[src/verilog/dcache_pkg.sv]
// dcache shared definitions
// geometry, request/response structs, controller states, round-robin helpers
`default_nettype none

package dcache_pkg;

  // ------------------------------
  // geometry
  // ------------------------------
  localparam int NUM_PORTS      = 2;
  localparam int PORT_WIDTH     = (NUM_PORTS > 1) ? $clog2(NUM_PORTS) : 1;
  localparam int ADDR_WIDTH     = 16;
  localparam int LINE_WIDTH     = 128;
  localparam int WORD_WIDTH     = 64;
  localparam int BYTE_OFFSET    = 4;
  localparam int INDEX_WIDTH    = 4;
  localparam int TAG_WIDTH      = 8;
  localparam int NUM_WAYS       = 2;
  localparam int NUM_SETS       = 2 ** INDEX_WIDTH;
  localparam int LINE_BYTES     = LINE_WIDTH / 8;
  localparam int WORD_BYTES     = WORD_WIDTH / 8;
  localparam int WORDS_PER_LINE = LINE_WIDTH / WORD_WIDTH;
  // low address bits that select a byte inside a word
  localparam int WORD_OFFSET    = $clog2(WORD_BYTES);
  // address bits that select the word inside a line
  localparam int WORD_SEL_WIDTH = BYTE_OFFSET - WORD_OFFSET;

  // ------------------------------
  // structs
  // ------------------------------
  typedef struct packed {
    logic                  data_req;
    logic                  we;
    logic [ADDR_WIDTH-1:0] addr;
    logic [WORD_BYTES-1:0] be;
    logic [WORD_WIDTH-1:0] wdata;
  } core_req_t;

  typedef struct packed {
    logic                  data_gnt;
    logic                  rvalid;
    logic [WORD_WIDTH-1:0] rdata;
  } core_resp_t;

  // one access to the tag/data array, a read when we is low
  typedef struct packed {
    logic                   valid;
    logic                   we;
    logic                   refill;
    logic [INDEX_WIDTH-1:0] index;
    logic [TAG_WIDTH-1:0]   tag;
    logic [NUM_WAYS-1:0]    way;
    logic [LINE_BYTES-1:0]  be;
    logic [LINE_WIDTH-1:0]  wdata;
  } array_req_t;

  typedef struct packed {
    logic                  hit;
    logic [NUM_WAYS-1:0]   hit_way;
    logic [LINE_WIDTH-1:0] rdata;
  } array_resp_t;

  typedef struct packed {
    logic                  valid;
    logic                  we;
    logic [ADDR_WIDTH-1:0] addr;
    logic [WORD_BYTES-1:0] be;
    logic [WORD_WIDTH-1:0] wdata;
  } mem_req_t;

  typedef struct packed {
    logic                  gnt;
    logic                  rvalid;
    logic [LINE_WIDTH-1:0] rdata;
  } mem_resp_t;

  typedef enum logic [2:0] {
    IDLE,
    WAIT_TAG,
    STORE_REQ,
    MEM_WRITE,
    REFILL_REQ,
    REFILL_WAIT,
    REFILL_WRITE
  } ctrl_state_e;

  // ------------------------------
  // round-robin helpers
  // ------------------------------
  // first requester at or after ptr, wrapping around
  function automatic logic [PORT_WIDTH-1:0] rr_pick(input logic [NUM_PORTS-1:0] valid,
                                                    input logic [PORT_WIDTH-1:0] ptr);
    logic [PORT_WIDTH-1:0] pick;
    int unsigned           idx;
    pick = ptr;
    // walk backwards so the closest requester is written last
    for (int i = NUM_PORTS - 1; i >= 0; i--) begin
      idx = (int'(ptr) + i) % NUM_PORTS;
      if (valid[idx]) begin
        pick = PORT_WIDTH'(idx);
      end
    end
    return pick;
  endfunction

  function automatic logic [PORT_WIDTH-1:0] rr_next(input logic [PORT_WIDTH-1:0] cur);
    return (int'(cur) == NUM_PORTS - 1) ? '0 : PORT_WIDTH'(int'(cur) + 1);
  endfunction

endpackage

`default_nettype wire
[src/verilog/mem_arbiter.sv]
// round-robin owner of the backing memory port
// ownership lasts until a write is granted or a read returns its line
`default_nettype none

module mem_arbiter import dcache_pkg::*; (
  input  wire logic                     clk_i,
  input  wire logic                     rst_n_i,
  // controller side
  input  wire mem_req_t [NUM_PORTS-1:0] req_i,
  output mem_resp_t [NUM_PORTS-1:0]     resp_o,
  // memory side
  output mem_req_t                      mem_req_o,
  input  wire mem_resp_t                mem_resp_i
);

  logic                  busy_q;
  logic [PORT_WIDTH-1:0] owner_q;
  logic [PORT_WIDTH-1:0] ptr_q;

  logic [NUM_PORTS-1:0]  valid_vec;
  logic [PORT_WIDTH-1:0] pick;
  logic [PORT_WIDTH-1:0] sel;
  logic                  start;
  logic                  done;

  always_comb begin : collect_valid
    for (int i = 0; i < NUM_PORTS; i++) begin
      valid_vec[i] = req_i[i].valid;
    end
  end

  // free port takes a new owner straight away
  assign pick      = rr_pick(valid_vec, ptr_q);
  assign sel       = busy_q ? owner_q : pick;
  assign start     = !busy_q && (|valid_vec);
  assign mem_req_o = req_i[sel];

  // transaction end, write at grant or read at data
  assign done = (mem_resp_i.gnt && mem_req_o.valid && mem_req_o.we) ||
                (busy_q && mem_resp_i.rvalid);

  // non-owners see everything low
  always_comb begin : resp_route
    for (int i = 0; i < NUM_PORTS; i++) begin
      resp_o[i] = ((busy_q || start) && (sel == PORT_WIDTH'(i))) ? mem_resp_i : '0;
    end
  end

  always_ff @(posedge clk_i) begin : owner_reg
    if (!rst_n_i) begin
      busy_q  <= 1'b0;
      owner_q <= '0;
      ptr_q   <= '0;
    end else begin
      if (start) begin
        owner_q <= pick;
        ptr_q   <= rr_next(pick);
      end
      // a write granted in its first cycle never locks the port
      if (start && !done) begin
        busy_q <= 1'b1;
      end else if (busy_q && done) begin
        busy_q <= 1'b0;
      end
    end
  end

endmodule

`default_nettype wire

[config.mk]
export PLATFORM = sky130hd
export DESIGN_NAME = mem_arbiter
export DESIGN_NICKNAME = d
export VERILOG_FILES = /design/src/verilog/dcache_pkg.sv /design/src/verilog/mem_arbiter.sv
export SDC_FILE = /design/constraint.sdc
export NUM_CORES = 1
export LEC_CHECK = 0
export BUFFER_PORTS_ARGS = -buffer_cell sky130_fd_sc_hd__clkbuf_2
export CAP_MARGIN = 10
export CORE_AREA = 10 10 251 253
export DETAILED_ROUTE_END_ITERATION = 8
export DIE_AREA = 0 0 261 263
export PLACE_DENSITY = 0.38
export SLEW_MARGIN = 5
export SYNTH_ARGS = -nofsm -noshare
export SYNTH_HDL_FRONTEND = slang
export SYNTH_SLANG_ARGS = --single-unit
[constraint.sdc]
create_clock -name clk_i -period 2.2 [get_ports clk_i]
set_input_delay 0.11 -clock clk_i [delete_from_list [all_inputs] [get_ports clk_i]]
set_output_delay 0.11 -clock clk_i [all_outputs]
set_load 0.03 [all_outputs]
# --- Word-level counts from Yosys, hierarchy flattened ---
# Index checks and enable logic that the tools add are counted.
word_totals:
  ff_bits: 3
  inputBits: 312
  output_inout_bits: 350
  wordCells: 38
classes:
  addsub: 2
  order_cmp: 3
  n_mux: 14
  n_bitwise: 2
  reduce_logical: 14
op_table:
  columns: ["op", "n"]
  rows:
  - ["2-to-1 mux 130 bit", 2]
  - ["2-to-1 mux 90 bit", 2]
  - ["< comparator 32 x 2 -> 1 bit (second input constant)", 1]
  - ["2-to-1 mux 1 bit", 10]
  - ["logical AND 1 bit", 8]
  - ["< comparator 1 x 2 -> 1 bit (second input constant)", 2]
  - ["adder 1 bit (second input constant)", 2]
  - ["zero test 1 bit", 2]
  - ["logical OR 1 bit", 2]
  - ["nonzero test 2 bit", 1]
  - ["OR reduction 2 bit", 1]
  - ["AND 1 bit (first input constant)", 1]
  - ["inverter 1 bit", 1]

# --- Depth between registers and ports, before layout ---
depth:
  depth_word: 15
  depth_mapped: 7
  mapped_depth_nobuf: 4

# --- Least setup slack after synthesis ---
# Ideal clock, no wire load.
synth_path:
  path_kind: "register to output"
  startpoint: "register ptr_q"
  endpoint: "output mem_req_o[68] (netlist name)"
  arrival_time_ns: 1.565
  t_required_ns: 2.090
  setup_slack_ns: 0.525
  stages_incl_launch_ff: 8
  n_path_buf: 3
  cell_sequence: "dfxtp_1 > nor2b_1 > o211a_1 > a21o_1 > buf_2 > buf_6 > buf_6 > mux2_4"
synth_rtl:
  columns: ["item", "line_no", "rtl"]
  rows:
  - ["start: declaration", "mem_arbiter.sv:18", "logic [PORT_WIDTH-1:0] ptr_q;"]
  - ["start signal: assignment", "mem_arbiter.sv:57", "ptr_q <= rr_next(pick);"]
  - ["end: declaration", "mem_arbiter.sv:12", "output mem_req_t mem_req_o,"]

==> summary.txt <==
Slew Limit Headroom: 67.88%
CP Cell Sequence: nor2b_1 -> o211a_1 -> a21o_4 -> buf_12 -> buf_12 -> mux2_2 -> clkbuf_2
Global-route wire length before repair: 39.77 mm
RSZ-0062 raised after global routing: no
Most frequent cells in the layout: clkbuf_2 (661), nor2b_1 (134), and2_1 (130), mux2_2 (60), mux2_4 (20)
Cells after Synth: 415
R2r endpoint: owner_q
Clock transition at path regs: 0.03 ns
Hold Path Class: in -> reg
Setup-failing EPs final: 0
Die ar.: 68640 µm²
Drc violations: 0
Avg WL per Cell: 16.08 µm
WP data arrival: 2.00 ns
Reg-to-reg startpoint: busy_q
Largest net degree at the start of global routing: 112
H-tree depth: 1
Vias per cell: 2.979
R2R setup slack: 0.94 ns
Worst skew pair latency: 0.23 ns
IO Pins: 662
Final hold violation count: 0
GP Congestion: 0.9090
WHS Path Cells: 2
Hold Path Sink: busy_q
Mapped Nets: 727
Worst Setup End Kind: output port
HP Start: mem_resp_i[129]
CP max stage cell: dfxtp_1
Clk sinks: 3
Crit-path max cell delay: 0.37 ns
Fillers: 6752
Peak supply drop: 0.0001950 V
Cell leakage power: 4.135 nW
Initial Util: 5.289%
Synth cell types: 24
Synth Cell Area: 3080 µm²
Longest Clk Path Bufs: 2
Setup TNS: 0 ns
Core Region: 58240 µm²
Die height: 263 µm
Syn_area_per_cell: 7.423 µm²
Fin crit share: 95.69%
Synth-to-layout area growth: 144.2%
Antenna Nets Post-Route: 0
Vias in the first global route: 5841
Antenna violations before repair: 10
Input/output buffers: 661
Worst setup path class: reg -> out
Worst reg2reg path depth: 5
Status: complete, no violations
Drt initial violations: 199
Pre-Repair DR Iteration Count: 4
Flops & latches, synth: 3
Root buffer cell: clkbuf_16
Commonest non-fill, non-tap cell in the layout: clkbuf_2
Drt total wl: 29.52 mm
Share of cells above drive strength 1: 72.38%
Clock Skew: 0.0002009 ns
Max-Cap Viols: 0
Setup crit start kind: flip-flop
HPWL Detailed: 27.23 mm
DR vias: 5470
PD cells: 472.2 nW/µm²
Worst-Margin Slew: 0.4819 ns
Yosys Warn Count: 0
CP required: 2.09 ns
CTS tree: yes
Minimum clock period: 2.105 ns
Sequential-to-total area share from yosys stat: 1.950%
Dominant cells by area after synthesis: nor2b_1 (27%), and2_1 (26%), mux2_2 (22%)
Dominant cell type by area after synthesis: nor2b_1
Die width: 261 µm
Total CTS buffers: 3
Most frequent cell on the critical path: buf_12
CP max FO: 30
Fin. max-slew vios: 0
Max Clk Rate: 0.4750 GHz
Tot Pwr: 3.552 mW
Row cnt: 89
Gr usage total: 7.674%
Post-synth top area share: 27.21%
GRT overflow: 0
Final #Nets: 1374
[where the power goes]
group	internal (mW)	switching, mW
Sequential	0.0607	0.00885
Clock	0.240	0.0562
Combinational	1.07	2.12
[cells by family after synthesis]
logic type | after synthesis | share of synthesized area (%)
flops | 3 | 1.950
mux | 89 | 34.93
buf+inv | 39 | 5.767
simple gates | 272 | 54.75
compound gates | 12 | 2.600
[repair_timing]
action                     CTS  global route
setup buffers                5             0
setup endpoints to repair   36            24
hold buffers                 0             0
resized for setup            0             2
[metal layers]
metal  up-vias  part of all wire [%]  routed length, µm  GRT usage, %
met4        12                   1.3                386         1.312
met3        27                    12               3454         2.736
met5         -                  0.25                 74             0
met1      2448                    38              11150         8.560
met2       354                    49              14450         13.83
li1       2629                     -                  -             -
[stage by stage]
| step | instances | area (µm²) | utilization, % | setup WS (ns) | hold WS (ns) |
|---|---|---|---|---|---|
| 6_report | 1836 | 7522 | 12.92 | 0.09483 | 0.1061 |
| 5_1_grt | 1835 | 7520 | 12.91 | 0.0004690 | 0.1238 |
| 4_1_cts | 1834 | 7512 | 12.90 | 0.07484 | 0.1123 |
| 3_5_place_dp | 1825 | 7371 | 12.66 | 0.1944 | 0.3455 |
| 3_3_place_gp | 1825 | 7371 | 12.66 | 0.2746 | 0.3480 |
| 2_1_floorplan | 415 | 3080 | - | 0.5247 | 0.2117 |
[worst max path at each step]
stage | start | endpoint | cells past startpoint
floorplan | ptr_q | mem_req_o[68] | 7
global placement | ptr_q | mem_req_o[42] | 6
detailed placement | ptr_q | mem_req_o[46] | 6
CTS | busy_q | mem_req_o[2] | 7
global route | ptr_q | mem_req_o[60] | 7
finish | ptr_q | mem_req_o[60] | 7
[layout make-up]
class / instances / area, µm² / area share [%]
clock buffer: 4 / 78.83 / 1.048
tap: 773 / 967.2 / 12.86
antenna: 2 / 5.005 / 0.06653
sequential: 3 / 61.31 / 0.8150
multi-input combinational: 373 / 2877 / 38.24
inverter: 1 / 3.754 / 0.04990
timing repair buffer: 680 / 3530 / 46.92
[cell usage after synthesis (all sizes together)]
cell,number
dfxtp,3
nor2,2
inv,1
nand2b,2
a31oi,2
buf,10
o311ai,1
o22ai,1
and2,130
mux2,88
o21ai,2
nor2b,134
nand2,4
clkbuf,28
a21oi,2
a22oi,1
o211a,1
mux2i,1
a211oi,1
a21o,1
[flip-flops by register name, indices dropped and copies added, names as in the netlist]
signal and cells:
owner_q 1, ptr_q 1, busy_q 1
[worst max-delay path, delay by kind of cell (launching register included)]
| kind | cells | cell delay (ns) |
|---|---|---|
| AND/OR/NAND/NOR | 1 | 0.20 |
| AO/OA/AOI/OAI | 2 | 0.31 |
| buffers and inverters | 3 | 0.48 |
| multiplexers | 1 | 0.37 |
| flip-flops | 1 | 0.37 |
Power figures use the tool's default switching activity.
