### config.mk
export PLATFORM = sky130hd
export DESIGN_NAME = tag_data_array
export DESIGN_NICKNAME = d
export VERILOG_FILES = /design/src/verilog/dcache_pkg.sv /design/src/verilog/tag_data_array.sv
export SDC_FILE = /design/constraint.sdc
export NUM_CORES = 2
export LEC_CHECK = 0
export BUFFER_PORTS_ARGS = -buffer_cell sky130_fd_sc_hd__buf_4
export CAP_MARGIN = 0
export CORE_MARGIN = 2
export CORE_UTILIZATION = 30
export DETAILED_ROUTE_END_ITERATION = 12
export GPL_TIMING_DRIVEN = 0
export HOLD_SLACK_MARGIN = 0.02
export MAX_ROUTING_LAYER = met4
export SLEW_MARGIN = 15
export SYNTH_ARGS = -nofsm -noshare
export SYNTH_HDL_FRONTEND = slang
export SYNTH_MEMORY_MAX_BITS = 65536
export SYNTH_SLANG_ARGS = --single-unit
### constraint.sdc
create_clock -name clk_i -period 4.35 [get_ports clk_i]
set_input_delay 0.2175 -clock clk_i [delete_from_list [all_inputs] [get_ports clk_i]]
set_output_delay 0.2175 -clock clk_i [all_outputs]
set_load 0.005 [all_outputs]
### src/verilog/dcache_pkg.sv
// dcache shared definitions
// geometry, request/response structs, controller states, round-robin helpers
`default_nettype none

package dcache_pkg;

  // ------------------------------
  // geometry
  // ------------------------------
  localparam int NUM_PORTS      = 2;
  localparam int PORT_WIDTH     = (NUM_PORTS > 1) ? $clog2(NUM_PORTS) : 1;
  localparam int ADDR_WIDTH     = 16;
  localparam int LINE_WIDTH     = 128;
  localparam int WORD_WIDTH     = 64;
  localparam int BYTE_OFFSET    = 4;
  localparam int INDEX_WIDTH    = 4;
  localparam int TAG_WIDTH      = 8;
  localparam int NUM_WAYS       = 2;
  localparam int NUM_SETS       = 2 ** INDEX_WIDTH;
  localparam int LINE_BYTES     = LINE_WIDTH / 8;
  localparam int WORD_BYTES     = WORD_WIDTH / 8;
  localparam int WORDS_PER_LINE = LINE_WIDTH / WORD_WIDTH;
  // low address bits that select a byte inside a word
  localparam int WORD_OFFSET    = $clog2(WORD_BYTES);
  // address bits that select the word inside a line
  localparam int WORD_SEL_WIDTH = BYTE_OFFSET - WORD_OFFSET;

  // ------------------------------
  // structs
  // ------------------------------
  typedef struct packed {
    logic                  data_req;
    logic                  we;
    logic [ADDR_WIDTH-1:0] addr;
    logic [WORD_BYTES-1:0] be;
    logic [WORD_WIDTH-1:0] wdata;
  } core_req_t;

  typedef struct packed {
    logic                  data_gnt;
    logic                  rvalid;
    logic [WORD_WIDTH-1:0] rdata;
  } core_resp_t;

  // one access to the tag/data array, a read when we is low
  typedef struct packed {
    logic                   valid;
    logic                   we;
    logic                   refill;
    logic [INDEX_WIDTH-1:0] index;
    logic [TAG_WIDTH-1:0]   tag;
    logic [NUM_WAYS-1:0]    way;
    logic [LINE_BYTES-1:0]  be;
    logic [LINE_WIDTH-1:0]  wdata;
  } array_req_t;

  typedef struct packed {
    logic                  hit;
    logic [NUM_WAYS-1:0]   hit_way;
    logic [LINE_WIDTH-1:0] rdata;
  } array_resp_t;

  typedef struct packed {
    logic                  valid;
    logic                  we;
    logic [ADDR_WIDTH-1:0] addr;
    logic [WORD_BYTES-1:0] be;
    logic [WORD_WIDTH-1:0] wdata;
  } mem_req_t;

  typedef struct packed {
    logic                  gnt;
    logic                  rvalid;
    logic [LINE_WIDTH-1:0] rdata;
  } mem_resp_t;

  typedef enum logic [2:0] {
    IDLE,
    WAIT_TAG,
    STORE_REQ,
    MEM_WRITE,
    REFILL_REQ,
    REFILL_WAIT,
    REFILL_WRITE
  } ctrl_state_e;

  // ------------------------------
  // round-robin helpers
  // ------------------------------
  // first requester at or after ptr, wrapping around
  function automatic logic [PORT_WIDTH-1:0] rr_pick(input logic [NUM_PORTS-1:0] valid,
                                                    input logic [PORT_WIDTH-1:0] ptr);
    logic [PORT_WIDTH-1:0] pick;
    int unsigned           idx;
    pick = ptr;
    // walk backwards so the closest requester is written last
    for (int i = NUM_PORTS - 1; i >= 0; i--) begin
      idx = (int'(ptr) + i) % NUM_PORTS;
      if (valid[idx]) begin
        pick = PORT_WIDTH'(idx);
      end
    end
    return pick;
  endfunction

  function automatic logic [PORT_WIDTH-1:0] rr_next(input logic [PORT_WIDTH-1:0] cur);
    return (int'(cur) == NUM_PORTS - 1) ? '0 : PORT_WIDTH'(int'(cur) + 1);
  endfunction

endpackage

`default_nettype wire
### src/verilog/tag_data_array.sv
// two-way tag, valid and data storage
// registered tag compare, per-set victim bit for refills
`default_nettype none

module tag_data_array import dcache_pkg::*; (
  input  wire logic       clk_i,
  input  wire logic       rst_n_i,
  input  wire array_req_t req_i,
  output array_resp_t     resp_o
);

  logic [TAG_WIDTH-1:0]  tag_mem  [NUM_WAYS][NUM_SETS];
  logic [LINE_WIDTH-1:0] data_mem [NUM_WAYS][NUM_SETS];
  logic [NUM_WAYS-1:0][NUM_SETS-1:0] valid_q;
  // next way to replace in each set
  logic [NUM_SETS-1:0]   victim_q;

  // read registered for the compare cycle
  logic                   rd_vld_q;
  logic [INDEX_WIDTH-1:0] rd_index_q;
  logic [TAG_WIDTH-1:0]   rd_tag_q;

  logic                rd_en;
  logic                wr_en;
  logic                victim_way;
  logic [NUM_WAYS-1:0] hit_vec;
  logic [NUM_WAYS-1:0] wr_match;

  assign rd_en      = req_i.valid && !req_i.we;
  assign wr_en      = req_i.valid && req_i.we;
  assign victim_way = victim_q[req_i.index];

  // ------------------------------
  // tag compare, one cycle after the read
  // ------------------------------
  always_comb begin : tag_compare
    resp_o = '0;
    for (int w = 0; w < NUM_WAYS; w++) begin
      hit_vec[w] = rd_vld_q && valid_q[w][rd_index_q] && (tag_mem[w][rd_index_q] == rd_tag_q);
      if (hit_vec[w]) begin
        resp_o.rdata = resp_o.rdata | data_mem[w][rd_index_q];
      end
    end
    resp_o.hit     = |hit_vec;
    resp_o.hit_way = hit_vec;
  end

  // store lands only if the way still holds that line
  always_comb begin : store_match
    for (int w = 0; w < NUM_WAYS; w++) begin
      wr_match[w] = req_i.way[w] && valid_q[w][req_i.index] &&
                    (tag_mem[w][req_i.index] == req_i.tag);
    end
  end

  always_ff @(posedge clk_i) begin : ctrl_reg
    if (!rst_n_i) begin
      valid_q  <= '0;
      victim_q <= '0;
      rd_vld_q <= 1'b0;
    end else begin
      rd_vld_q <= rd_en;
      // refill claims the victim and moves the pointer on
      if (wr_en && req_i.refill) begin
        valid_q[victim_way][req_i.index] <= 1'b1;
        victim_q[req_i.index]            <= ~victim_way;
      end
    end
  end

  always_ff @(posedge clk_i) begin : mem_write
    if (rd_en) begin
      rd_index_q <= req_i.index;
      rd_tag_q   <= req_i.tag;
    end
    if (wr_en && req_i.refill) begin
      tag_mem[victim_way][req_i.index]  <= req_i.tag;
      data_mem[victim_way][req_i.index] <= req_i.wdata;
    end else if (wr_en) begin
      // byte merge into the hit way
      for (int w = 0; w < NUM_WAYS; w++) begin
        for (int b = 0; b < LINE_BYTES; b++) begin
          if (wr_match[w] && req_i.be[b]) begin
            data_mem[w][req_i.index][8*b +: 8] <= req_i.wdata[8*b +: 8];
          end
        end
      end
    end
  end

endmodule

`default_nettype wire

==> qor.txt <==
WP depth = 13
Post-synth top flop = edfxtp_1
Internal = 69.9 mW
Distinct cells, synth = 56
Rel. slew slack = -0.0353
Post-DRT Antenna Nets = 0
CTS Buf Count = 422
Worst-path fanout max = 5
Starting DRC count in detailed routing = 13800
Final Cycle Share = 1.19
Clock share of power = 0.411
Clk_lat worst skew = 1.04 ns
FFs w/ async S/R, synth = 0
Vias in the first global route = 90300
Global-route wire length before repair = 777 mm
Residual DRC count = 0
Commonest cells after routing, fill and taps aside = edfxtp_1, mux4_2, clkbuf_16
Syn nets = 7747
Area Overhead vs Synth = 22.9%
Top cell family by delay on the critical path = buffers and inverters
WP data arrival = 4.96 ns
Grt total ovfl = 0
Fmax = 193 MHz
CP startpoint kind = flop
Pins Over Slew Limit = 6
Crit-path cells = buf_12, buf_8, buf_16, mux4_2, mux4_2, xnor2_1, nand4_1, or4_4, clkbuf_16, buf_16, clkbuf_16, o2bb2ai_4, buf_6
P_sw = 20.1 mW
Worst Setup Path Type = reg -> out
Dpl ws = -2.52 ns
# setup viols final = 377
R2R Path End = data_mem[0][742]
Port Buf Inserts = 291
Setup WS post-layout = -0.828 ns
Max_cap viols = 1
Failing checks = max-capacitance violations, max-slew violations, negative setup slack
Initial antenna violation count = 109
CTS tree = done
Starting density of the core = 0.301
Synth Instances = 7584
Pwr Density = 423 nW/um2
IO Count = 294
Post-synth top area share = 0.756
FF-to-FF Start = tag_mem[1][34]
CTS Buffer Depth = 4
Peak VDD IR = 365 uV
CP Capture Type = output port
Leakage power = 65.8 nW
Worst Setup SP = rd_index_q[0]
Leading cell type in the layout, fill and taps excluded = edfxtp_1
Final min period = 5.18 ns
Drt wl/cell = 34.4 um
Tot GR Track Use = 0.200
CP max stage delay = 0.63 ns
FF-to-FF path depth = 11
Drt pass-1 iters = 9
Vias per cell = 5.40
Synth warn = 0
Fillers = 51400
Status = finished, violations left
CP required = 4.13 ns
HPWL after detailed placement = 414 mm
Synth Register Bits = 4413
Via count = 91300
Final hold vios = 0
Mapped cell area = 173000 um2
Chip Width = 764 um
Power share of the sequential group = 0.521
Count of buffer and inverter cells on the critical path = 7
Synth top area cells = edfxtp_1, mux4_2, clkbuf_1
Pin count of the biggest net entering global routing = 41
Comb pwr share = 0.068
DIE AREA = 584000 um2
FF-to-FF setup slack = -0.14 ns
Cell taking the most area after synthesis = edfxtp_1
Setup TNS = -96.95 ns
Post-synth EDFFs = 4364
CTS sink cnt = 4413
Share of cells above drive strength 1 = 0.397
H-Tree Depth = 5
Mean Syn Cell Area = 22.9 um2
Drt total wl = 582 mm
Post-synthesis sequential area ratio = 0.762
Rows = 279
Max Clock Skew = 0.0866 ns
Nets = 8899
Die Height = 764 um
Gpl congestion = 0.907
Core area = 576000 um2
RSZ-0062 raised after global routing = yes
Worst path slowest cell = or4_4
CTS clk-pin slew, worst paths = 0.06 ns
Worst Max-Slew Pin Slew = 1.54 ns
Clk root buf = clkbuf_16
Type of the worst min-delay path = in -> reg
Sw Share = 0.223
Worst Setup EP = resp_o[96]
==> worst min-delay path, delay by kind of cell <==
kind,cells,cell delay [ns]
AND/OR/NAND/NOR,2,0.40
buffers and inverters,1,0.19
==> cell usage after synthesis (6+ instances only) <==
cell type / n
edfxtp_1: 4364
mux4_2: 1421
clkbuf_1: 310
nor2_1: 263
a21oi_1: 172
inv_1: 159
o21ai_0: 138
o2bb2ai_1: 128
buf_2: 88
nand2_1: 74
buf_1: 63
dfxtp_1: 49
mux2i_1: 45
nand3_1: 38
nor3_1: 35
xnor2_1: 23
a21oi_2: 21
o22ai_1: 18
a22oi_1: 17
buf_6: 15
mux4_1: 10
nand2_4: 10
nor2b_1: 10
o211ai_1: 10
o21ai_1: 10
xor2_1: 7
and3_1: 6
nand4_1: 6
==> through the flow <==
step	total power [mW]	std cells	hold slack [ns]	area [um2]	utilization
after floorplan	50.6	7584	0.316	173000	-
after global placement	52.9	15600	0.419	185000	0.321
after detailed placement	53.2	15800	0.424	188000	0.327
after CTS	90.1	16800	0.0405	211000	0.367
after global routing	92.0	16900	0.0813	213000	0.369
final	90.0	16900	0.0818	213000	0.370
==> final cells by class <==
class | count | area (um2) | area share
tap | 7727 | 9670 | 0.0454
multi-input combinational | 2531 | 44000 | 0.207
clock buffer | 512 | 11000 | 0.0517
antenna | 94 | 235 | 0.00110
sequential | 4413 | 132000 | 0.620
inverter | 160 | 624 | 0.00293
buffer | 471 | 3820 | 0.0180
clock inverter | 262 | 2770 | 0.0130
timing repair buffer | 737 | 8770 | 0.0412
==> sequential cells by signal, indices dropped and copies added (netlist names) <==
signal and count:
tag_mem 256, rd_tag_q 8, data_mem 4096, valid_q 32, rd_index_q 4, rd_vld_q 1, victim_q 16
==> logic make-up after synthesis <==
group,after synthesis,share of synthesized area
AO/OA/AOI/OAI,550,0.0203
XOR/XNOR,30,0.00152
buffers and inverters,640,0.0153
flip-flops,4413,0.762
multiplexers,1481,0.189
AND/OR/NAND/NOR,470,0.0121
==> what timing repair did <==
action                     4_1_cts  5_1_grt
gates cloned                    25        0
resized for setup             1356      306
hold buffers                   162        0
buffers inserted                55       42
setup endpoints to repair     4202     3275
pin swaps                       92       57
hold endpoints to repair      5074        0
==> worst min-delay path by stage <==
| stage | end | from | cells after the start | slack, ns |
|---|---|---|---|---|
| 6_report | data_mem[1][160] | req_i[132] | 3 | 0.08 |
| 3_5_place_dp | rd_index_q[1] | req_i[155] | 1 | 0.42 |
| 4_1_cts | data_mem[1][162] | req_i[132] | 3 | 0.04 |
| 2_1_floorplan | data_mem[0][0] | req_i[0] | 0 | 0.32 |
| 5_1_grt | data_mem[1][162] | req_i[132] | 3 | 0.08 |
| 3_3_place_gp | rd_index_q[1] | req_i[155] | 1 | 0.42 |
==> metal layers <==
layer	part of all wire	routed length (um)	global-route usage	up-vias
li1	-	-	-	34900
met1	0.36	210000	0.246	49100
met2	0.46	268000	0.301	6180
met3	0.13	75900	0.0667	1198
met4	0.048	28100	0.0852	0
met5	0	0	-	-
==> power by group through the flow <==
stage	Combinational [mW]	Clock (mW)	Sequential, mW
after floorplan	2.81	0	47.8
after global placement	5.09	0	47.8
after detailed placement	5.35	0	47.8
after CTS	5.98	37.3	46.9
after global routing	6.28	38.9	46.9
final	6.11	37.0	46.9
(Power assumes the default switching activity.)
