## config.mk

```make
export PLATFORM = sky130hd
export DESIGN_NAME = array_arbiter
export DESIGN_NICKNAME = d
export VERILOG_FILES = /design/src/verilog/dcache_pkg.sv /design/src/verilog/array_arbiter.sv
export SDC_FILE = /design/constraint.sdc
export NUM_CORES = 1
export LEC_CHECK = 0
export ABC_AREA = 1
export BUFFER_PORTS_ARGS = -buffer_cell sky130_fd_sc_hd__buf_2
export CORE_AREA = 2 2 338 340
export CTS_BUF_LIST = sky130_fd_sc_hd__clkbuf_16
export DETAILED_ROUTE_END_ITERATION = 10
export DIE_AREA = 0 0 340 342
export PLACE_DENSITY = 0.3
export SKIP_LAST_GASP = 1
export SLEW_MARGIN = 5
export SYNTH_ARGS = -nofsm -noshare
export SYNTH_HDL_FRONTEND = slang
export SYNTH_SLANG_ARGS = --single-unit
```

## constraint.sdc

```tcl
create_clock -name clk_i -period 1.76 [get_ports clk_i]
set_input_delay 0.528 -clock clk_i [delete_from_list [all_inputs] [get_ports clk_i]]
set_output_delay 0.528 -clock clk_i [all_outputs]
set_load 0.02 [all_outputs]
```

## src/verilog/dcache_pkg.sv

```systemverilog
// dcache shared definitions
// geometry, request/response structs, controller states, round-robin helpers
`default_nettype none

package dcache_pkg;

  // ------------------------------
  // geometry
  // ------------------------------
  localparam int NUM_PORTS      = 2;
  localparam int PORT_WIDTH     = (NUM_PORTS > 1) ? $clog2(NUM_PORTS) : 1;
  localparam int ADDR_WIDTH     = 16;
  localparam int LINE_WIDTH     = 128;
  localparam int WORD_WIDTH     = 64;
  localparam int BYTE_OFFSET    = 4;
  localparam int INDEX_WIDTH    = 4;
  localparam int TAG_WIDTH      = 8;
  localparam int NUM_WAYS       = 2;
  localparam int NUM_SETS       = 2 ** INDEX_WIDTH;
  localparam int LINE_BYTES     = LINE_WIDTH / 8;
  localparam int WORD_BYTES     = WORD_WIDTH / 8;
  localparam int WORDS_PER_LINE = LINE_WIDTH / WORD_WIDTH;
  // low address bits that select a byte inside a word
  localparam int WORD_OFFSET    = $clog2(WORD_BYTES);
  // address bits that select the word inside a line
  localparam int WORD_SEL_WIDTH = BYTE_OFFSET - WORD_OFFSET;

  // ------------------------------
  // structs
  // ------------------------------
  typedef struct packed {
    logic                  data_req;
    logic                  we;
    logic [ADDR_WIDTH-1:0] addr;
    logic [WORD_BYTES-1:0] be;
    logic [WORD_WIDTH-1:0] wdata;
  } core_req_t;

  typedef struct packed {
    logic                  data_gnt;
    logic                  rvalid;
    logic [WORD_WIDTH-1:0] rdata;
  } core_resp_t;

  // one access to the tag/data array, a read when we is low
  typedef struct packed {
    logic                   valid;
    logic                   we;
    logic                   refill;
    logic [INDEX_WIDTH-1:0] index;
    logic [TAG_WIDTH-1:0]   tag;
    logic [NUM_WAYS-1:0]    way;
    logic [LINE_BYTES-1:0]  be;
    logic [LINE_WIDTH-1:0]  wdata;
  } array_req_t;

  typedef struct packed {
    logic                  hit;
    logic [NUM_WAYS-1:0]   hit_way;
    logic [LINE_WIDTH-1:0] rdata;
  } array_resp_t;

  typedef struct packed {
    logic                  valid;
    logic                  we;
    logic [ADDR_WIDTH-1:0] addr;
    logic [WORD_BYTES-1:0] be;
    logic [WORD_WIDTH-1:0] wdata;
  } mem_req_t;

  typedef struct packed {
    logic                  gnt;
    logic                  rvalid;
    logic [LINE_WIDTH-1:0] rdata;
  } mem_resp_t;

  typedef enum logic [2:0] {
    IDLE,
    WAIT_TAG,
    STORE_REQ,
    MEM_WRITE,
    REFILL_REQ,
    REFILL_WAIT,
    REFILL_WRITE
  } ctrl_state_e;

  // ------------------------------
  // round-robin helpers
  // ------------------------------
  // first requester at or after ptr, wrapping around
  function automatic logic [PORT_WIDTH-1:0] rr_pick(input logic [NUM_PORTS-1:0] valid,
                                                    input logic [PORT_WIDTH-1:0] ptr);
    logic [PORT_WIDTH-1:0] pick;
    int unsigned           idx;
    pick = ptr;
    // walk backwards so the closest requester is written last
    for (int i = NUM_PORTS - 1; i >= 0; i--) begin
      idx = (int'(ptr) + i) % NUM_PORTS;
      if (valid[idx]) begin
        pick = PORT_WIDTH'(idx);
      end
    end
    return pick;
  endfunction

  function automatic logic [PORT_WIDTH-1:0] rr_next(input logic [PORT_WIDTH-1:0] cur);
    return (int'(cur) == NUM_PORTS - 1) ? '0 : PORT_WIDTH'(int'(cur) + 1);
  endfunction

endpackage

`default_nettype wire
```

## src/verilog/array_arbiter.sv

```systemverilog
// round-robin arbiter in front of the tag/data array
// routes each lookup result back to the port that was granted the read
`default_nettype none

module array_arbiter import dcache_pkg::*; (
  input  wire logic                       clk_i,
  input  wire logic                       rst_n_i,
  // controller side
  input  wire array_req_t [NUM_PORTS-1:0] req_i,
  output logic [NUM_PORTS-1:0]            gnt_o,
  output array_resp_t [NUM_PORTS-1:0]     resp_o,
  // array side
  output array_req_t                      arr_req_o,
  input  wire array_resp_t                arr_resp_i
);

  logic [NUM_PORTS-1:0]  valid_vec;
  logic                  any_valid;
  logic [PORT_WIDTH-1:0] pick;
  logic [PORT_WIDTH-1:0] ptr_q;
  // port owed a lookup result this cycle
  logic [PORT_WIDTH-1:0] resp_sel_q;
  logic                  resp_vld_q;

  always_comb begin : collect_valid
    for (int i = 0; i < NUM_PORTS; i++) begin
      valid_vec[i] = req_i[i].valid;
    end
  end

  assign any_valid = |valid_vec;
  assign pick      = rr_pick(valid_vec, ptr_q);
  assign arr_req_o = any_valid ? req_i[pick] : '0;

  // one grant level per cycle, winner only
  always_comb begin : grant_out
    for (int i = 0; i < NUM_PORTS; i++) begin
      gnt_o[i] = any_valid && (pick == PORT_WIDTH'(i));
    end
  end

  // result reaches the reader only, others see zero
  always_comb begin : resp_route
    for (int i = 0; i < NUM_PORTS; i++) begin
      resp_o[i] = (resp_vld_q && (resp_sel_q == PORT_WIDTH'(i))) ? arr_resp_i : '0;
    end
  end

  always_ff @(posedge clk_i) begin : arb_reg
    if (!rst_n_i) begin
      ptr_q      <= '0;
      resp_sel_q <= '0;
      resp_vld_q <= 1'b0;
    end else begin
      // writes return nothing
      resp_vld_q <= any_valid && !arr_req_o.we;
      if (any_valid) begin
        ptr_q      <= rr_next(pick);
        resp_sel_q <= pick;
      end
    end
  end

endmodule

`default_nettype wire

```

# After elaboration in Yosys (flattened, before gate mapping)
# Cells that the tools add are included.
# classes
n_addsub	2
n_mul	0
div	0
order_cmp	3
n_eq_ne	0
shift	0
mux	12
bitwise	3
reduce_logical	7
# op_table
operator	count
two-way mux 161 bit	3
two-way mux 131 bit	2
< comparator 32 x 2 -> 1 bit (second input constant)	1
two-way mux 1 bit	7
logical AND 1 bit	5
< comparator 1 x 2 -> 1 bit (second input constant)	2
adder 1 bit (second input constant)	2
inverter 1 bit	2
OR reduction 2 bit	1
bitwise AND 1 bit (first input constant)	1
logical NOT 1 bit	1
# totals
regBits	3
latchBits	0
mem_bits_rw	0
mem_bits_ro	0
input_bits	455
out_inout_bits	425
elab_cells	30
memories	0

# Longest topological paths before layout
# depth
ltp_word	11
depth_mapped	8
mapped_depth_nobuf	6

# Least setup slack after synthesis
# OpenSTA, ideal clock, no wires.
# synth_timing
kind	input to output
start	input port req_i[321] in the netlist's numbering
end	output port arr_req_o[151] in the netlist's numbering
t_arrival_ps	1446
required_time_ps	1232
path_slack_ps	-214
cell_stages	6
n_path_buf	1
path_cell_list	nand2_1 > nand2_2 > inv_2 > clkbuf_1 > nand2_1 > nand2_1
# synth_rtl
item	line_no	source
from (decl)	array_arbiter.sv:9	input wire array_req_t [NUM_PORTS-1:0] req_i,
to (decl)	array_arbiter.sv:13	output array_req_t arr_req_o,

==> summary.md <==
| Metric | Value |
|---|---|
| Tot GR Track Use | 0.1239 |
| Failing checks | setup timing |
| Pre-Repair DR Iteration Count | 4 |
| Synth warn | 0 |
| Fraction of layout cells with a size suffix above 1 | 0.8238 |
| Synthesized Nets | 1,419 |
| PnR worst setup slack | -0.5277 ns |
| Port bufs | 879 |
| Crit. End Element | output pin |
| Final setup viols | 424 |
| Max-cap viol count | 0 |
| Clk pin slew, worst setup/hold paths | 0.03 ns |
| DRC viols | 0 |
| Gpl congestion | 0.8279 |
| Die Y | 342 microns |
| RSZ-0062 raised after global routing | true |
| Pin count of the biggest net entering global routing | 63 |
| Worst vdd ir | 0.2462 mV |
| Critical path fanouts, max | 7 |
| Worst Setup Path Type | primary input to output pin |
| R2r worst-path depth | 9 |
| Effective utilization at floorplan | 0.03328 |
| Yosys top cell by area | nand2_1 |
| Max Used Layer | met5 |
| Met2 wire length | 39,430 microns |
| Routed vias | 10.40k |
| Crit-path cells | buf_12 > nand2_4 > nand2_4 > nand2_4 > nor2_8 > buf_12 > buf_16 > buf_12 > clkbuf_16 > nand2_4 > nand2_2 > buf_4 |
| Max clock buf depth | 2 |
| Max incr delay on CP | 0.17 ns |
| Clock sink count | 3 |
| Launch point of the worst reg-to-reg path | ptr_q |
| CTS root buf | clkbuf_16 |
| Critical path arrival | 1.76 ns |
| Top cells by area, synth | nand2_1, nor2_1, inv_1 |
| Via density | 3.010 |
| Final WL | 80,790 microns |
| Pleak | 9.272 nW |
| Max-slew violations | 0 |
| Synthesis-to-finish area growth | 392.6% |
| WL/cell | 23.38 microns |
| Final Instance Count excl. Fillers | 3,455 |
| Yosys cell types | 14 |
| Fin crit period | 2.288 ns |
| Register area share after synthesis | 0.01596 |
| Syn_area_per_cell | 3.904 sq um |
| Num CTS Buffers | 3 |
| Crit-path most repeated cell | nand2_4 |
| Final period util | 1.300 |
| CP startpoint kind | primary input |
| Placed instance count | 3,343 |
| Cell Pwr Density | 293.6 nW/um^2 |
| Met3 Routed Length | 8414 microns |
| Initial antenna violation count | 110 |
| Chip width | 340 microns |
| DP Area | 11,020 sq um |
| WHS Endpoint | ptr_q |
| Max H-tree Level | 1 |
| M1 wire length | 31,120 microns |
| Row cnt | 124 |
| Status | complete, but fails checks |
| CTS tree | done |
| Hold Crit Class | register to register |
| TNS Setup | -106.53 ns |
| Die ar. | 116,300 sq um |
| Mapped Cells | 964 |
| Min-delay src | ptr_q |
| DP HPWL | 66,180 microns |
| RR Endpoint | resp_vld_q |
| Clock Latency Late Sink | 0.23 ns |
| Hold Fails Final Rpt | 0 |
| Final instance area | 18,540 sq um |
| Nets | 2,386 |
| Post-Syn Area | 3764 sq um |
| Yosys reg bits | 3 |
| Hold path depth | 2 |
| Total congestion overflow | 0 |
| Final Skew | 0.001812 ns |
| Post-DRT Antenna Nets | 0 |
| Core area | 113,100 sq um |
| Slowest CP cell | clkbuf_16 |
| Slew HR | 0.7867 |
| Synth top area share | 0.4857 |
| Fmax | 437.1 MHz |
| Post-CTS Hold Buffers | 0 |
| First-pass GRT wire length | 95,370 microns |
| Vias in the first global route | 9,501 |
| Number of top-level pins | 880 |
| Tightest Pin Transition | 0.3196 ns |
| Initial DRC count | 307 |
| Flop2flop setup slack | 0.55 ns |
| CP required | 1.23 ns |
[worst max path at each step]
stage / start / to / slack [ns] / cells past startpoint
final: req_i[321] / arr_req_o[31] / -0.53 / 12
after global routing: req_i[321] / arr_req_o[39] / -0.58 / 12
after CTS: req_i[321] / arr_req_o[31] / -0.52 / 12
after detailed placement: req_i[321] / arr_req_o[147] / -0.68 / 9
after global placement: req_i[321] / arr_req_o[147] / -0.69 / 9
after floorplan: req_i[321] / arr_req_o[110] / -0.08 / 8
[layer usage]
metal | vias up | GRT usage
li1 | 4684 | -
met1 | 4760 | 0.1454
met2 | 665 | 0.2161
met3 | 218 | 0.05681
met4 | 72 | 0.003964
met5 | - | 0
[synthesized netlist by cell type]
cell,n
inv_1,137
nand2_2,3
dfxtp_1,3
nor2_8,1
buf_6,1
nand2_1,487
nand3_1,2
a21oi_1,1
clkbuf_1,31
inv_2,2
o21ai_0,1
buf_4,9
nor2_1,265
buf_2,21
[report_power, final]
part | internal, mW | total (mW) | switching [mW]
clock network | 0.293 | 0.356 | 0.0633
registers | 0.0735 | 0.0835 | 0.0100
logic | 2.33 | 5.00 | 2.67
[layout by cell type (no fill, tap or decap), drive strengths merged]
master | netlist | layout
clkbuf | 31 | 18
nor2 | 266 | 266
dfxtp | 3 | 3
inv | 139 | 139
o21ai | 1 | 1
a21oi | 1 | 1
clkinv | 0 | 1
diode | 0 | 13
nand2 | 490 | 491
buf | 31 | 1008
nand3 | 2 | 2
[metrics by stage]
stage          hold slack, ns  power [mW]     util  worst slack (ns)
2_1_floorplan          0.4934       1.545        -          -0.07886
3_3_place_gp           0.5231       3.120  0.09746           -0.6896
3_5_place_dp           0.5218       3.110  0.09746           -0.6817
4_1_cts                0.5112       4.580   0.1259           -0.5229
5_1_grt                0.5421       5.761   0.1636           -0.5835
6_report               0.5149       5.443   0.1639           -0.5277
[state kept, by name (all words and copies together), names as in the netlist]
register,flops
resp_sel_q,1
resp_vld_q,1
ptr_q,1
[cells by family (layout without fill, tap and decap cells)]
logic type,after synthesis,in the layout,share of synthesized area
buffers and inverters,201,1166,0.2184
other,0,13,0
AND/OR/NAND/NOR,758,759,0.7630
flip-flops,3,3,0.01596
AO/OA/AOI/OAI,2,2,0.002657
[critical path, delay by kind of cell]
family,cells,cell delay [ns]
buf+inv,6,0.83
simple gates,6,0.39
[timing repair]
item | 4_1_cts | 5_1_grt
setup buffers | 25 | 31
pin swaps | 19 | 25
resized for setup | 613 | 1105
cloned | 29 | 20
endpoints found under the setup margin | 424 | 425
[cell type report]
class | instances | area (sq um)
Clock inverter | 1 | 3.754
Timing Repair Buffer | 1023 | 9778
Fill cell | 12890 | 94560
Antenna cell | 13 | 32.53
Inverter | 139 | 553.0
Multi-Input combinational cell | 761 | 6136
Clock buffer | 3 | 75.07
Tap cell | 1512 | 1892
Sequential cell | 3 | 68.82
(Power assumes the default switching activity.)
