--- src/verilog/dcache_pkg.sv ---
// dcache shared definitions
// geometry, request/response structs, controller states, round-robin helpers
`default_nettype none

package dcache_pkg;

  // ------------------------------
  // geometry
  // ------------------------------
  localparam int NUM_PORTS      = 2;
  localparam int PORT_WIDTH     = (NUM_PORTS > 1) ? $clog2(NUM_PORTS) : 1;
  localparam int ADDR_WIDTH     = 16;
  localparam int LINE_WIDTH     = 128;
  localparam int WORD_WIDTH     = 64;
  localparam int BYTE_OFFSET    = 4;
  localparam int INDEX_WIDTH    = 4;
  localparam int TAG_WIDTH      = 8;
  localparam int NUM_WAYS       = 2;
  localparam int NUM_SETS       = 2 ** INDEX_WIDTH;
  localparam int LINE_BYTES     = LINE_WIDTH / 8;
  localparam int WORD_BYTES     = WORD_WIDTH / 8;
  localparam int WORDS_PER_LINE = LINE_WIDTH / WORD_WIDTH;
  // low address bits that select a byte inside a word
  localparam int WORD_OFFSET    = $clog2(WORD_BYTES);
  // address bits that select the word inside a line
  localparam int WORD_SEL_WIDTH = BYTE_OFFSET - WORD_OFFSET;

  // ------------------------------
  // structs
  // ------------------------------
  typedef struct packed {
    logic                  data_req;
    logic                  we;
    logic [ADDR_WIDTH-1:0] addr;
    logic [WORD_BYTES-1:0] be;
    logic [WORD_WIDTH-1:0] wdata;
  } core_req_t;

  typedef struct packed {
    logic                  data_gnt;
    logic                  rvalid;
    logic [WORD_WIDTH-1:0] rdata;
  } core_resp_t;

  // one access to the tag/data array, a read when we is low
  typedef struct packed {
    logic                   valid;
    logic                   we;
    logic                   refill;
    logic [INDEX_WIDTH-1:0] index;
    logic [TAG_WIDTH-1:0]   tag;
    logic [NUM_WAYS-1:0]    way;
    logic [LINE_BYTES-1:0]  be;
    logic [LINE_WIDTH-1:0]  wdata;
  } array_req_t;

  typedef struct packed {
    logic                  hit;
    logic [NUM_WAYS-1:0]   hit_way;
    logic [LINE_WIDTH-1:0] rdata;
  } array_resp_t;

  typedef struct packed {
    logic                  valid;
    logic                  we;
    logic [ADDR_WIDTH-1:0] addr;
    logic [WORD_BYTES-1:0] be;
    logic [WORD_WIDTH-1:0] wdata;
  } mem_req_t;

  typedef struct packed {
    logic                  gnt;
    logic                  rvalid;
    logic [LINE_WIDTH-1:0] rdata;
  } mem_resp_t;

  typedef enum logic [2:0] {
    IDLE,
    WAIT_TAG,
    STORE_REQ,
    MEM_WRITE,
    REFILL_REQ,
    REFILL_WAIT,
    REFILL_WRITE
  } ctrl_state_e;

  // ------------------------------
  // round-robin helpers
  // ------------------------------
  // first requester at or after ptr, wrapping around
  function automatic logic [PORT_WIDTH-1:0] rr_pick(input logic [NUM_PORTS-1:0] valid,
                                                    input logic [PORT_WIDTH-1:0] ptr);
    logic [PORT_WIDTH-1:0] pick;
    int unsigned           idx;
    pick = ptr;
    // walk backwards so the closest requester is written last
    for (int i = NUM_PORTS - 1; i >= 0; i--) begin
      idx = (int'(ptr) + i) % NUM_PORTS;
      if (valid[idx]) begin
        pick = PORT_WIDTH'(idx);
      end
    end
    return pick;
  endfunction

  function automatic logic [PORT_WIDTH-1:0] rr_next(input logic [PORT_WIDTH-1:0] cur);
    return (int'(cur) == NUM_PORTS - 1) ? '0 : PORT_WIDTH'(int'(cur) + 1);
  endfunction

endpackage

`default_nettype wire
--- src/verilog/port_ctrl.sv ---
// per-port cache controller
// loads with refill on miss, write-through stores with array update on hit
`default_nettype none

module port_ctrl import dcache_pkg::*; (
  input  wire logic        clk_i,
  input  wire logic        rst_n_i,
  // core port
  input  wire core_req_t   core_req_i,
  output core_resp_t       core_resp_o,
  // tag/data array via arbiter
  output array_req_t       arr_req_o,
  input  wire logic        arr_gnt_i,
  input  wire array_resp_t arr_resp_i,
  // memory via arbiter
  output mem_req_t         mem_req_o,
  input  wire mem_resp_t   mem_resp_i
);

  ctrl_state_e state_q, state_d;

  // accepted request, hit way of a store, refill line
  core_req_t             req_q, req_d;
  logic [NUM_WAYS-1:0]   hit_way_q, hit_way_d;
  logic [LINE_WIDTH-1:0] line_q, line_d;

  logic [INDEX_WIDTH-1:0]    req_index;
  logic [TAG_WIDTH-1:0]      req_tag;
  logic [WORD_SEL_WIDTH-1:0] word_sel;
  logic [WORD_WIDTH-1:0]     hit_word;
  logic [WORD_WIDTH-1:0]     refill_word;
  logic [LINE_BYTES-1:0]     store_be;
  logic [LINE_WIDTH-1:0]     store_line;

  // address fields of the held request
  assign req_index = req_q.addr[BYTE_OFFSET +: INDEX_WIDTH];
  assign req_tag   = req_q.addr[ADDR_WIDTH-1 -: TAG_WIDTH];
  assign word_sel  = req_q.addr[BYTE_OFFSET-1:WORD_OFFSET];

  // word out of the hit line or the refill line
  assign hit_word    = arr_resp_i.rdata[word_sel*WORD_WIDTH +: WORD_WIDTH];
  assign refill_word = line_q[word_sel*WORD_WIDTH +: WORD_WIDTH];

  // store data placed at its word inside the line
  assign store_be   = LINE_BYTES'(req_q.be) << (word_sel * WORD_BYTES);
  assign store_line = {WORDS_PER_LINE{req_q.wdata}};

  // ------------------------------
  // controller FSM
  // ------------------------------
  always_comb begin : ctrl_fsm
    state_d   = state_q;
    req_d     = req_q;
    hit_way_d = hit_way_q;
    line_d    = line_q;
    // outputs idle unless a state drives them
    core_resp_o = '0;
    arr_req_o   = '0;
    mem_req_o   = '0;

    case (state_q)
      IDLE: begin
        // every request starts with a lookup
        if (core_req_i.data_req) begin
          arr_req_o.valid = 1'b1;
          arr_req_o.index = core_req_i.addr[BYTE_OFFSET +: INDEX_WIDTH];
          arr_req_o.tag   = core_req_i.addr[ADDR_WIDTH-1 -: TAG_WIDTH];
          if (arr_gnt_i) begin
            req_d   = core_req_i;
            state_d = WAIT_TAG;
            // loads are granted now, stores once memory takes them
            core_resp_o.data_gnt = !core_req_i.we;
          end
        end
      end

      WAIT_TAG: begin
        // lookup result is here exactly one cycle after the grant
        if (req_q.we) begin
          hit_way_d = arr_resp_i.hit_way;
          state_d   = arr_resp_i.hit ? STORE_REQ : MEM_WRITE;
        end else if (arr_resp_i.hit) begin
          core_resp_o.rvalid = 1'b1;
          core_resp_o.rdata  = hit_word;
          state_d            = IDLE;
        end else begin
          state_d = REFILL_REQ;
        end
      end

      STORE_REQ: begin
        // byte-enabled write into the way that hit
        arr_req_o.valid = 1'b1;
        arr_req_o.we    = 1'b1;
        arr_req_o.index = req_index;
        arr_req_o.tag   = req_tag;
        arr_req_o.way   = hit_way_q;
        arr_req_o.be    = store_be;
        arr_req_o.wdata = store_line;
        if (arr_gnt_i) begin
          state_d = MEM_WRITE;
        end
      end

      MEM_WRITE: begin
        // write-through, every store ends here
        mem_req_o.valid = 1'b1;
        mem_req_o.we    = 1'b1;
        mem_req_o.addr  = req_q.addr;
        mem_req_o.be    = req_q.be;
        mem_req_o.wdata = req_q.wdata;
        if (mem_resp_i.gnt) begin
          core_resp_o.data_gnt = 1'b1;
          state_d              = IDLE;
        end
      end

      REFILL_REQ: begin
        // whole-line read, line aligned
        mem_req_o.valid = 1'b1;
        mem_req_o.addr  = {req_q.addr[ADDR_WIDTH-1:BYTE_OFFSET], {BYTE_OFFSET{1'b0}}};
        if (mem_resp_i.gnt) begin
          state_d = REFILL_WAIT;
        end
      end

      REFILL_WAIT: begin
        if (mem_resp_i.rvalid) begin
          line_d  = mem_resp_i.rdata;
          state_d = REFILL_WRITE;
        end
      end

      REFILL_WRITE: begin
        // array picks the victim way itself
        arr_req_o.valid  = 1'b1;
        arr_req_o.we     = 1'b1;
        arr_req_o.refill = 1'b1;
        arr_req_o.index  = req_index;
        arr_req_o.tag    = req_tag;
        arr_req_o.be     = '1;
        arr_req_o.wdata  = line_q;
        // load completes with the refill write
        if (arr_gnt_i) begin
          core_resp_o.rvalid = 1'b1;
          core_resp_o.rdata  = refill_word;
          state_d            = IDLE;
        end
      end

      default: begin
        state_d = IDLE;
      end
    endcase
  end

  // ------------------------------
  // registers
  // ------------------------------
  always_ff @(posedge clk_i) begin : state_reg
    if (!rst_n_i) begin
      state_q <= IDLE;
    end else begin
      state_q <= state_d;
    end
  end

  always_ff @(posedge clk_i) begin : payload_reg
    req_q     <= req_d;
    hit_way_q <= hit_way_d;
    line_q    <= line_d;
  end

endmodule

`default_nettype wire

--- config.mk ---
export PLATFORM = sky130hd
export DESIGN_NAME = port_ctrl
export DESIGN_NICKNAME = d
export VERILOG_FILES = /design/src/verilog/dcache_pkg.sv /design/src/verilog/port_ctrl.sv
export SDC_FILE = /design/constraint.sdc
export NUM_CORES = 1
export LEC_CHECK = 0
export BUFFER_PORTS_ARGS = -buffer_cell sky130_fd_sc_hd__buf_2
export CAP_MARGIN = 25
export CORE_AREA = 8 8 258 260
export CTS_BUF_LIST = sky130_fd_sc_hd__clkbuf_8
export DETAILED_ROUTE_END_ITERATION = 10
export DIE_AREA = 0 0 266 268
export SYNTH_ARGS = -nofsm -noshare
export SYNTH_HDL_FRONTEND = slang
export SYNTH_SLANG_ARGS = --single-unit
--- constraint.sdc ---
create_clock -name clk_i -period 29.3 [get_ports clk_i]
set_input_delay 2.93 -clock clk_i [delete_from_list [all_inputs] [get_ports clk_i]]
set_output_delay 2.93 -clock clk_i [all_outputs]
set_load 0.03 [all_outputs]
### Yosys cells after proc, flatten, opt, wreduce, memory -nomap -nowiden

Index checks and enable logic that the tools add are counted.

* input bits: 354
* logic and storage cells: 62
* register bits: 222
* output and inout bits: 317

* shift operators: 3
* equality and inequality tests: 13
* mux-type cells: 31
* reduce and logical (&&, ||, !) cells: 8

Operators with widths (count)
* 144-bit case mux with 2 select lines: 1
* 128-bit by 8-bit variable part select with 64-bit output: 2
* 65-bit 2-to-1 mux: 3
* 65-bit case mux with 2 select lines: 1
* 72-bit 2-to-1 mux: 1
* 16-bit case mux with 2 select lines: 1
* 3-bit 2-to-1 mux: 9
* 12-bit case mux with 2 select lines: 1
* 3-bit case mux with 7 select lines: 1
* 8-bit by 4-bit << shifter with 16-bit output: 1
* 2-bit != test (second input constant): 7
* 12-bit 2-to-1 mux: 1
* 3-bit == test (second input constant): 3
* 1-bit 2-to-1 mux: 9
* 7-bit AND reduction: 1
* 3-bit by 2-bit == test with 1-bit output (second input constant): 2
* 1-bit case mux with 2 select lines: 2
* 2-bit AND reduction: 2
* 2-bit OR reduction: 2
* 3-bit by 1-bit == test with 1-bit output (second input constant): 1
* 3-bit zero test: 1
* 3-bit AND reduction: 1
* 2-bit 2-to-1 mux: 1
* 1-bit zero test: 1

### Logic depth before layout (Yosys ltp)

* depth after elaboration: 4
* mapped depth: 7
* depth with buffers taken out: 4

### Worst setup path after synthesis

No wires, ideal clock.

* path kind: in2reg
* start point: input port mem_resp_i[128] in the netlist's numbering
* end point: register line_q[0] (enable)
* required time: 28.528 ns
* data arrival time: 11.608 ns
* path slack: 16.920 ns
* buffers on the path: 0
* cell stages on the path: 2
* setup time: 0.772 ns
* cell sequence: nand2_1 -> nor3_1

* word-level cells in the longest chain between the ends: 1

RTL lines
* start: declaration: RTL line port_ctrl.sv:17 `input wire mem_resp_t mem_resp_i`
* 2-bit AND reduction (no source line)
* end signal: assignment: RTL line port_ctrl.sv:171 `line_q <= line_d;`
* end: declaration: RTL line port_ctrl.sv:25 `logic [LINE_WIDTH-1:0] line_q, line_d;`

No other way between the ends.
A chain may end at the register's enable or synchronous reset.

==> run metrics <==
Seq. cell area 6640 sq um; max frequency between 100 and 150 MHz; fin nets about 2,000; Syn Area/Cell ~11 sq um; initial antenna violation count 8; multiplexer share of the synthesized area between 10% and 20%; arrival time at the worst endpoint around 4300 ps; DP Wirelength ~42 mm; CP Class in -> out; vias about 11,000; net switching power figure between 0.0002 and 0.0003 W; # setup viols final 0; Worst Hold Depth 2; drc violations 0; Die Width 266 um; total wire length 53.71 mm; Internal Power just under 0.0006 W; final setup TNS 0 ps; Hold Buf Count CTS 0; Routed wire per std cell between 20 and 25 um; Simple-Gate Fraction of Synth Area about an eighth; core box area ~62,000 sq um; switching share of power around 32%; minimum clock period slightly above 7000 ps; clk root buf clkbuf_8; final hold viol count 0; combinational power share a little over a fifth; largest family of logic cells by synthesized area simple AND/OR/NAND/NOR gates; commonest cells in the netlist edfxtp_1, nand2_1, a21oi_1, mux2i_1, and2_1; post-synth top area cell edfxtp_1; Clock power frac between 30% and 40%; period utilization between 20 and 25%; Fill cells 6,824; Hold Path End state_q[2]; HP Start state_q[0]; Buffers on Ports 670; clk_lat worst skew about 590 ps; CTS Sinks roughly 220; share of layout cells above drive strength 1 about 45%; routed vias/inst about 4.3; XOR/XNOR share of the synthesized area 0%; r2r endpoint line_q[22]; GPL Wtd Cong approximately 0.96; library cells used by synthesis 33; P_leak between 7 and 8 nW; Pwr per Cell Area roughly 53 nW/um^2; Max Cap Viol 0; CTS resizes 0; Req. time, crit path approximately 26,000 ps; number of synthesized flops with an enable pin 219; status complete, no violations; R2R Path Start state_q[2]; area grow syn2layout 45.68%; total grt overflow 0; reg2reg path depth 5; met2 Use GR a little under a quarter; CP Max Fanout 36; Rel. slew slack between 30% and 40%; met3 Resource Use GR under 10%; ranking of synthesized cells by area edfxtp_1, mux2i_1, nand2_1; H-Tree Depth 2; complex-gate fraction of the synthesized area 11.71%; CTS Buffer Depth 3; Most Crowded Layer GR met2; Layout Skew 18.71 ps; power share of the sequential group between 40 and 50%; top-area cell type share of the netlist area 59.27%; CP Capture Type primary output; number of routed nets with antenna violations 0; Multi-input gate area 4120 sq um; # rows between 90 and 100; Synth async-reset ratio 0%; final cell utilization of the core around 26%; Synth Cell Area 11,100 sq um; Max VDD drop around 0.035 mV; die area between 70,000 and 80,000 sq um; Top-Level Pins between 600 and 700; Worst-Margin Slew ~940 ps; clock-pin slew on the worst setup and hold paths roughly 50 ps; Die Height between 200 and 300 um; count leader, synth edfxtp_1; Worst Setup Start Kind primary input; flops & latches, synth between 200 and 250; via count of the first global-routing pass about 11,000; Hold Path Class reg -> reg; synth warn 0; flop-to-flop setup slack 25,160 ps; Initial Util 17.78%; global-route wire length before repair between 70 and 80 mm; syn nets 1,349; first drt pass iteration count 5; Post-CTS Setup Repair Bufs 0; Final Max Tran Viols 0; CTS tree yes; Most used DFF post-synth edfxtp_1; largest net degree at the start of global routing 82; part of the Yosys area used for sequential elements between 50% and 60%; unrepaired setup endpoints after global routing false; post-synthesis adder-cell area fraction 0%; CTS Buf Count between 40 and 50; GRT Total Usage roughly 14%; met1 global-route usage 15.94%; Cells after Synth 995; Iter 0 DRT Violations between 600 and 700
metrics by stage:
step / hold slack [ps] / cells / power, W / worst slack [ps] / area (sq um)
2_1_floorplan: 669.5 / 995 / 0.0004899 / 16920 / 11100
3_3_place_gp: 745.7 / 2442 / 0.0005635 / 21920 / 15300
3_5_place_dp: 784.8 / 2442 / 0.0005662 / 21830 / 15300
4_1_cts: 797.2 / 2521 / 0.0008822 / 21820 / 16120
5_1_grt: 844.3 / 2527 / 0.0009070 / 21980 / 16160
6_report: 807.1 / 2528 / 0.0008641 / 22060 / 16160
metal layers:
metal  routed length (um)  vias up
met2                26180      615
met4                 2023        4
met3                 4919      106
met1                20560     5188
li1                     -     4941
met5                   26        -
power groups by stage:
stage                     Sequential [W]  Clock [W]  Combinational, W
after floorplan                 0.000375          0          0.000115
after global placement          0.000380          0          0.000183
after detailed placement        0.000381          0          0.000185
after CTS                       0.000375   0.000322          0.000186
after global routing            0.000376   0.000334          0.000197
final                           0.000375   0.000305          0.000184
flip-flops by register name (all words and copies together) (netlist names):
name	count
line_q	128
req_q	85
hit_way_q	2
state_q	3
req_index	4
layout by cell type (no fill, tap or decap), types with 13 or more instances in the layout:
master    netlist  final
mux2i_1       128    128
and2_1         77     77
clkbuf_8        0     45
nand2_1       196    196
buf_4           0     15
buf_2          33    670
a21oi_1       146    146
o22ai_1        64     64
clkinv_1        1     18
nor2_1         23     22
edfxtp_1      219    219
a22o_1         13     13
nor2b_1        13     13
area by class of cell:
type	instances	area share (%)
Antenna cell	5	0.07741
Clock buffer	45	3.832
Clock inverter	34	1.262
Inverter	6	0.1471
Multi-Input combinational cell	684	25.49
Sequential cell	222	41.08
Tap cell	846	6.549
Timing Repair Buffer	686	21.57
worst max-delay path, stage by stage:
cell,delay (ps)
buf_2,150
nand3_4,380
buf_12,370
o22ai_1,180
buf_2,230
worst max path at each step:
stage	startpoint	endpoint
after floorplan	mem_resp_i[128]	line_q[0]
after global placement	arr_gnt_i	core_resp_o[21]
after detailed placement	arr_gnt_i	core_resp_o[22]
after CTS	arr_gnt_i	core_resp_o[52]
after global routing	arr_gnt_i	core_resp_o[25]
final	arr_gnt_i	core_resp_o[22]
logic make-up (layout without fill, tap and decap cells):
logic type	Yosys count	in the layout
multiplexers	130	130
flip-flops	222	222
AO/OA/AOI/OAI	230	230
other	0	5
AND/OR/NAND/NOR	324	324
buffers and inverters	89	771
No activity file was read; power rests on OpenSTA's default activity.
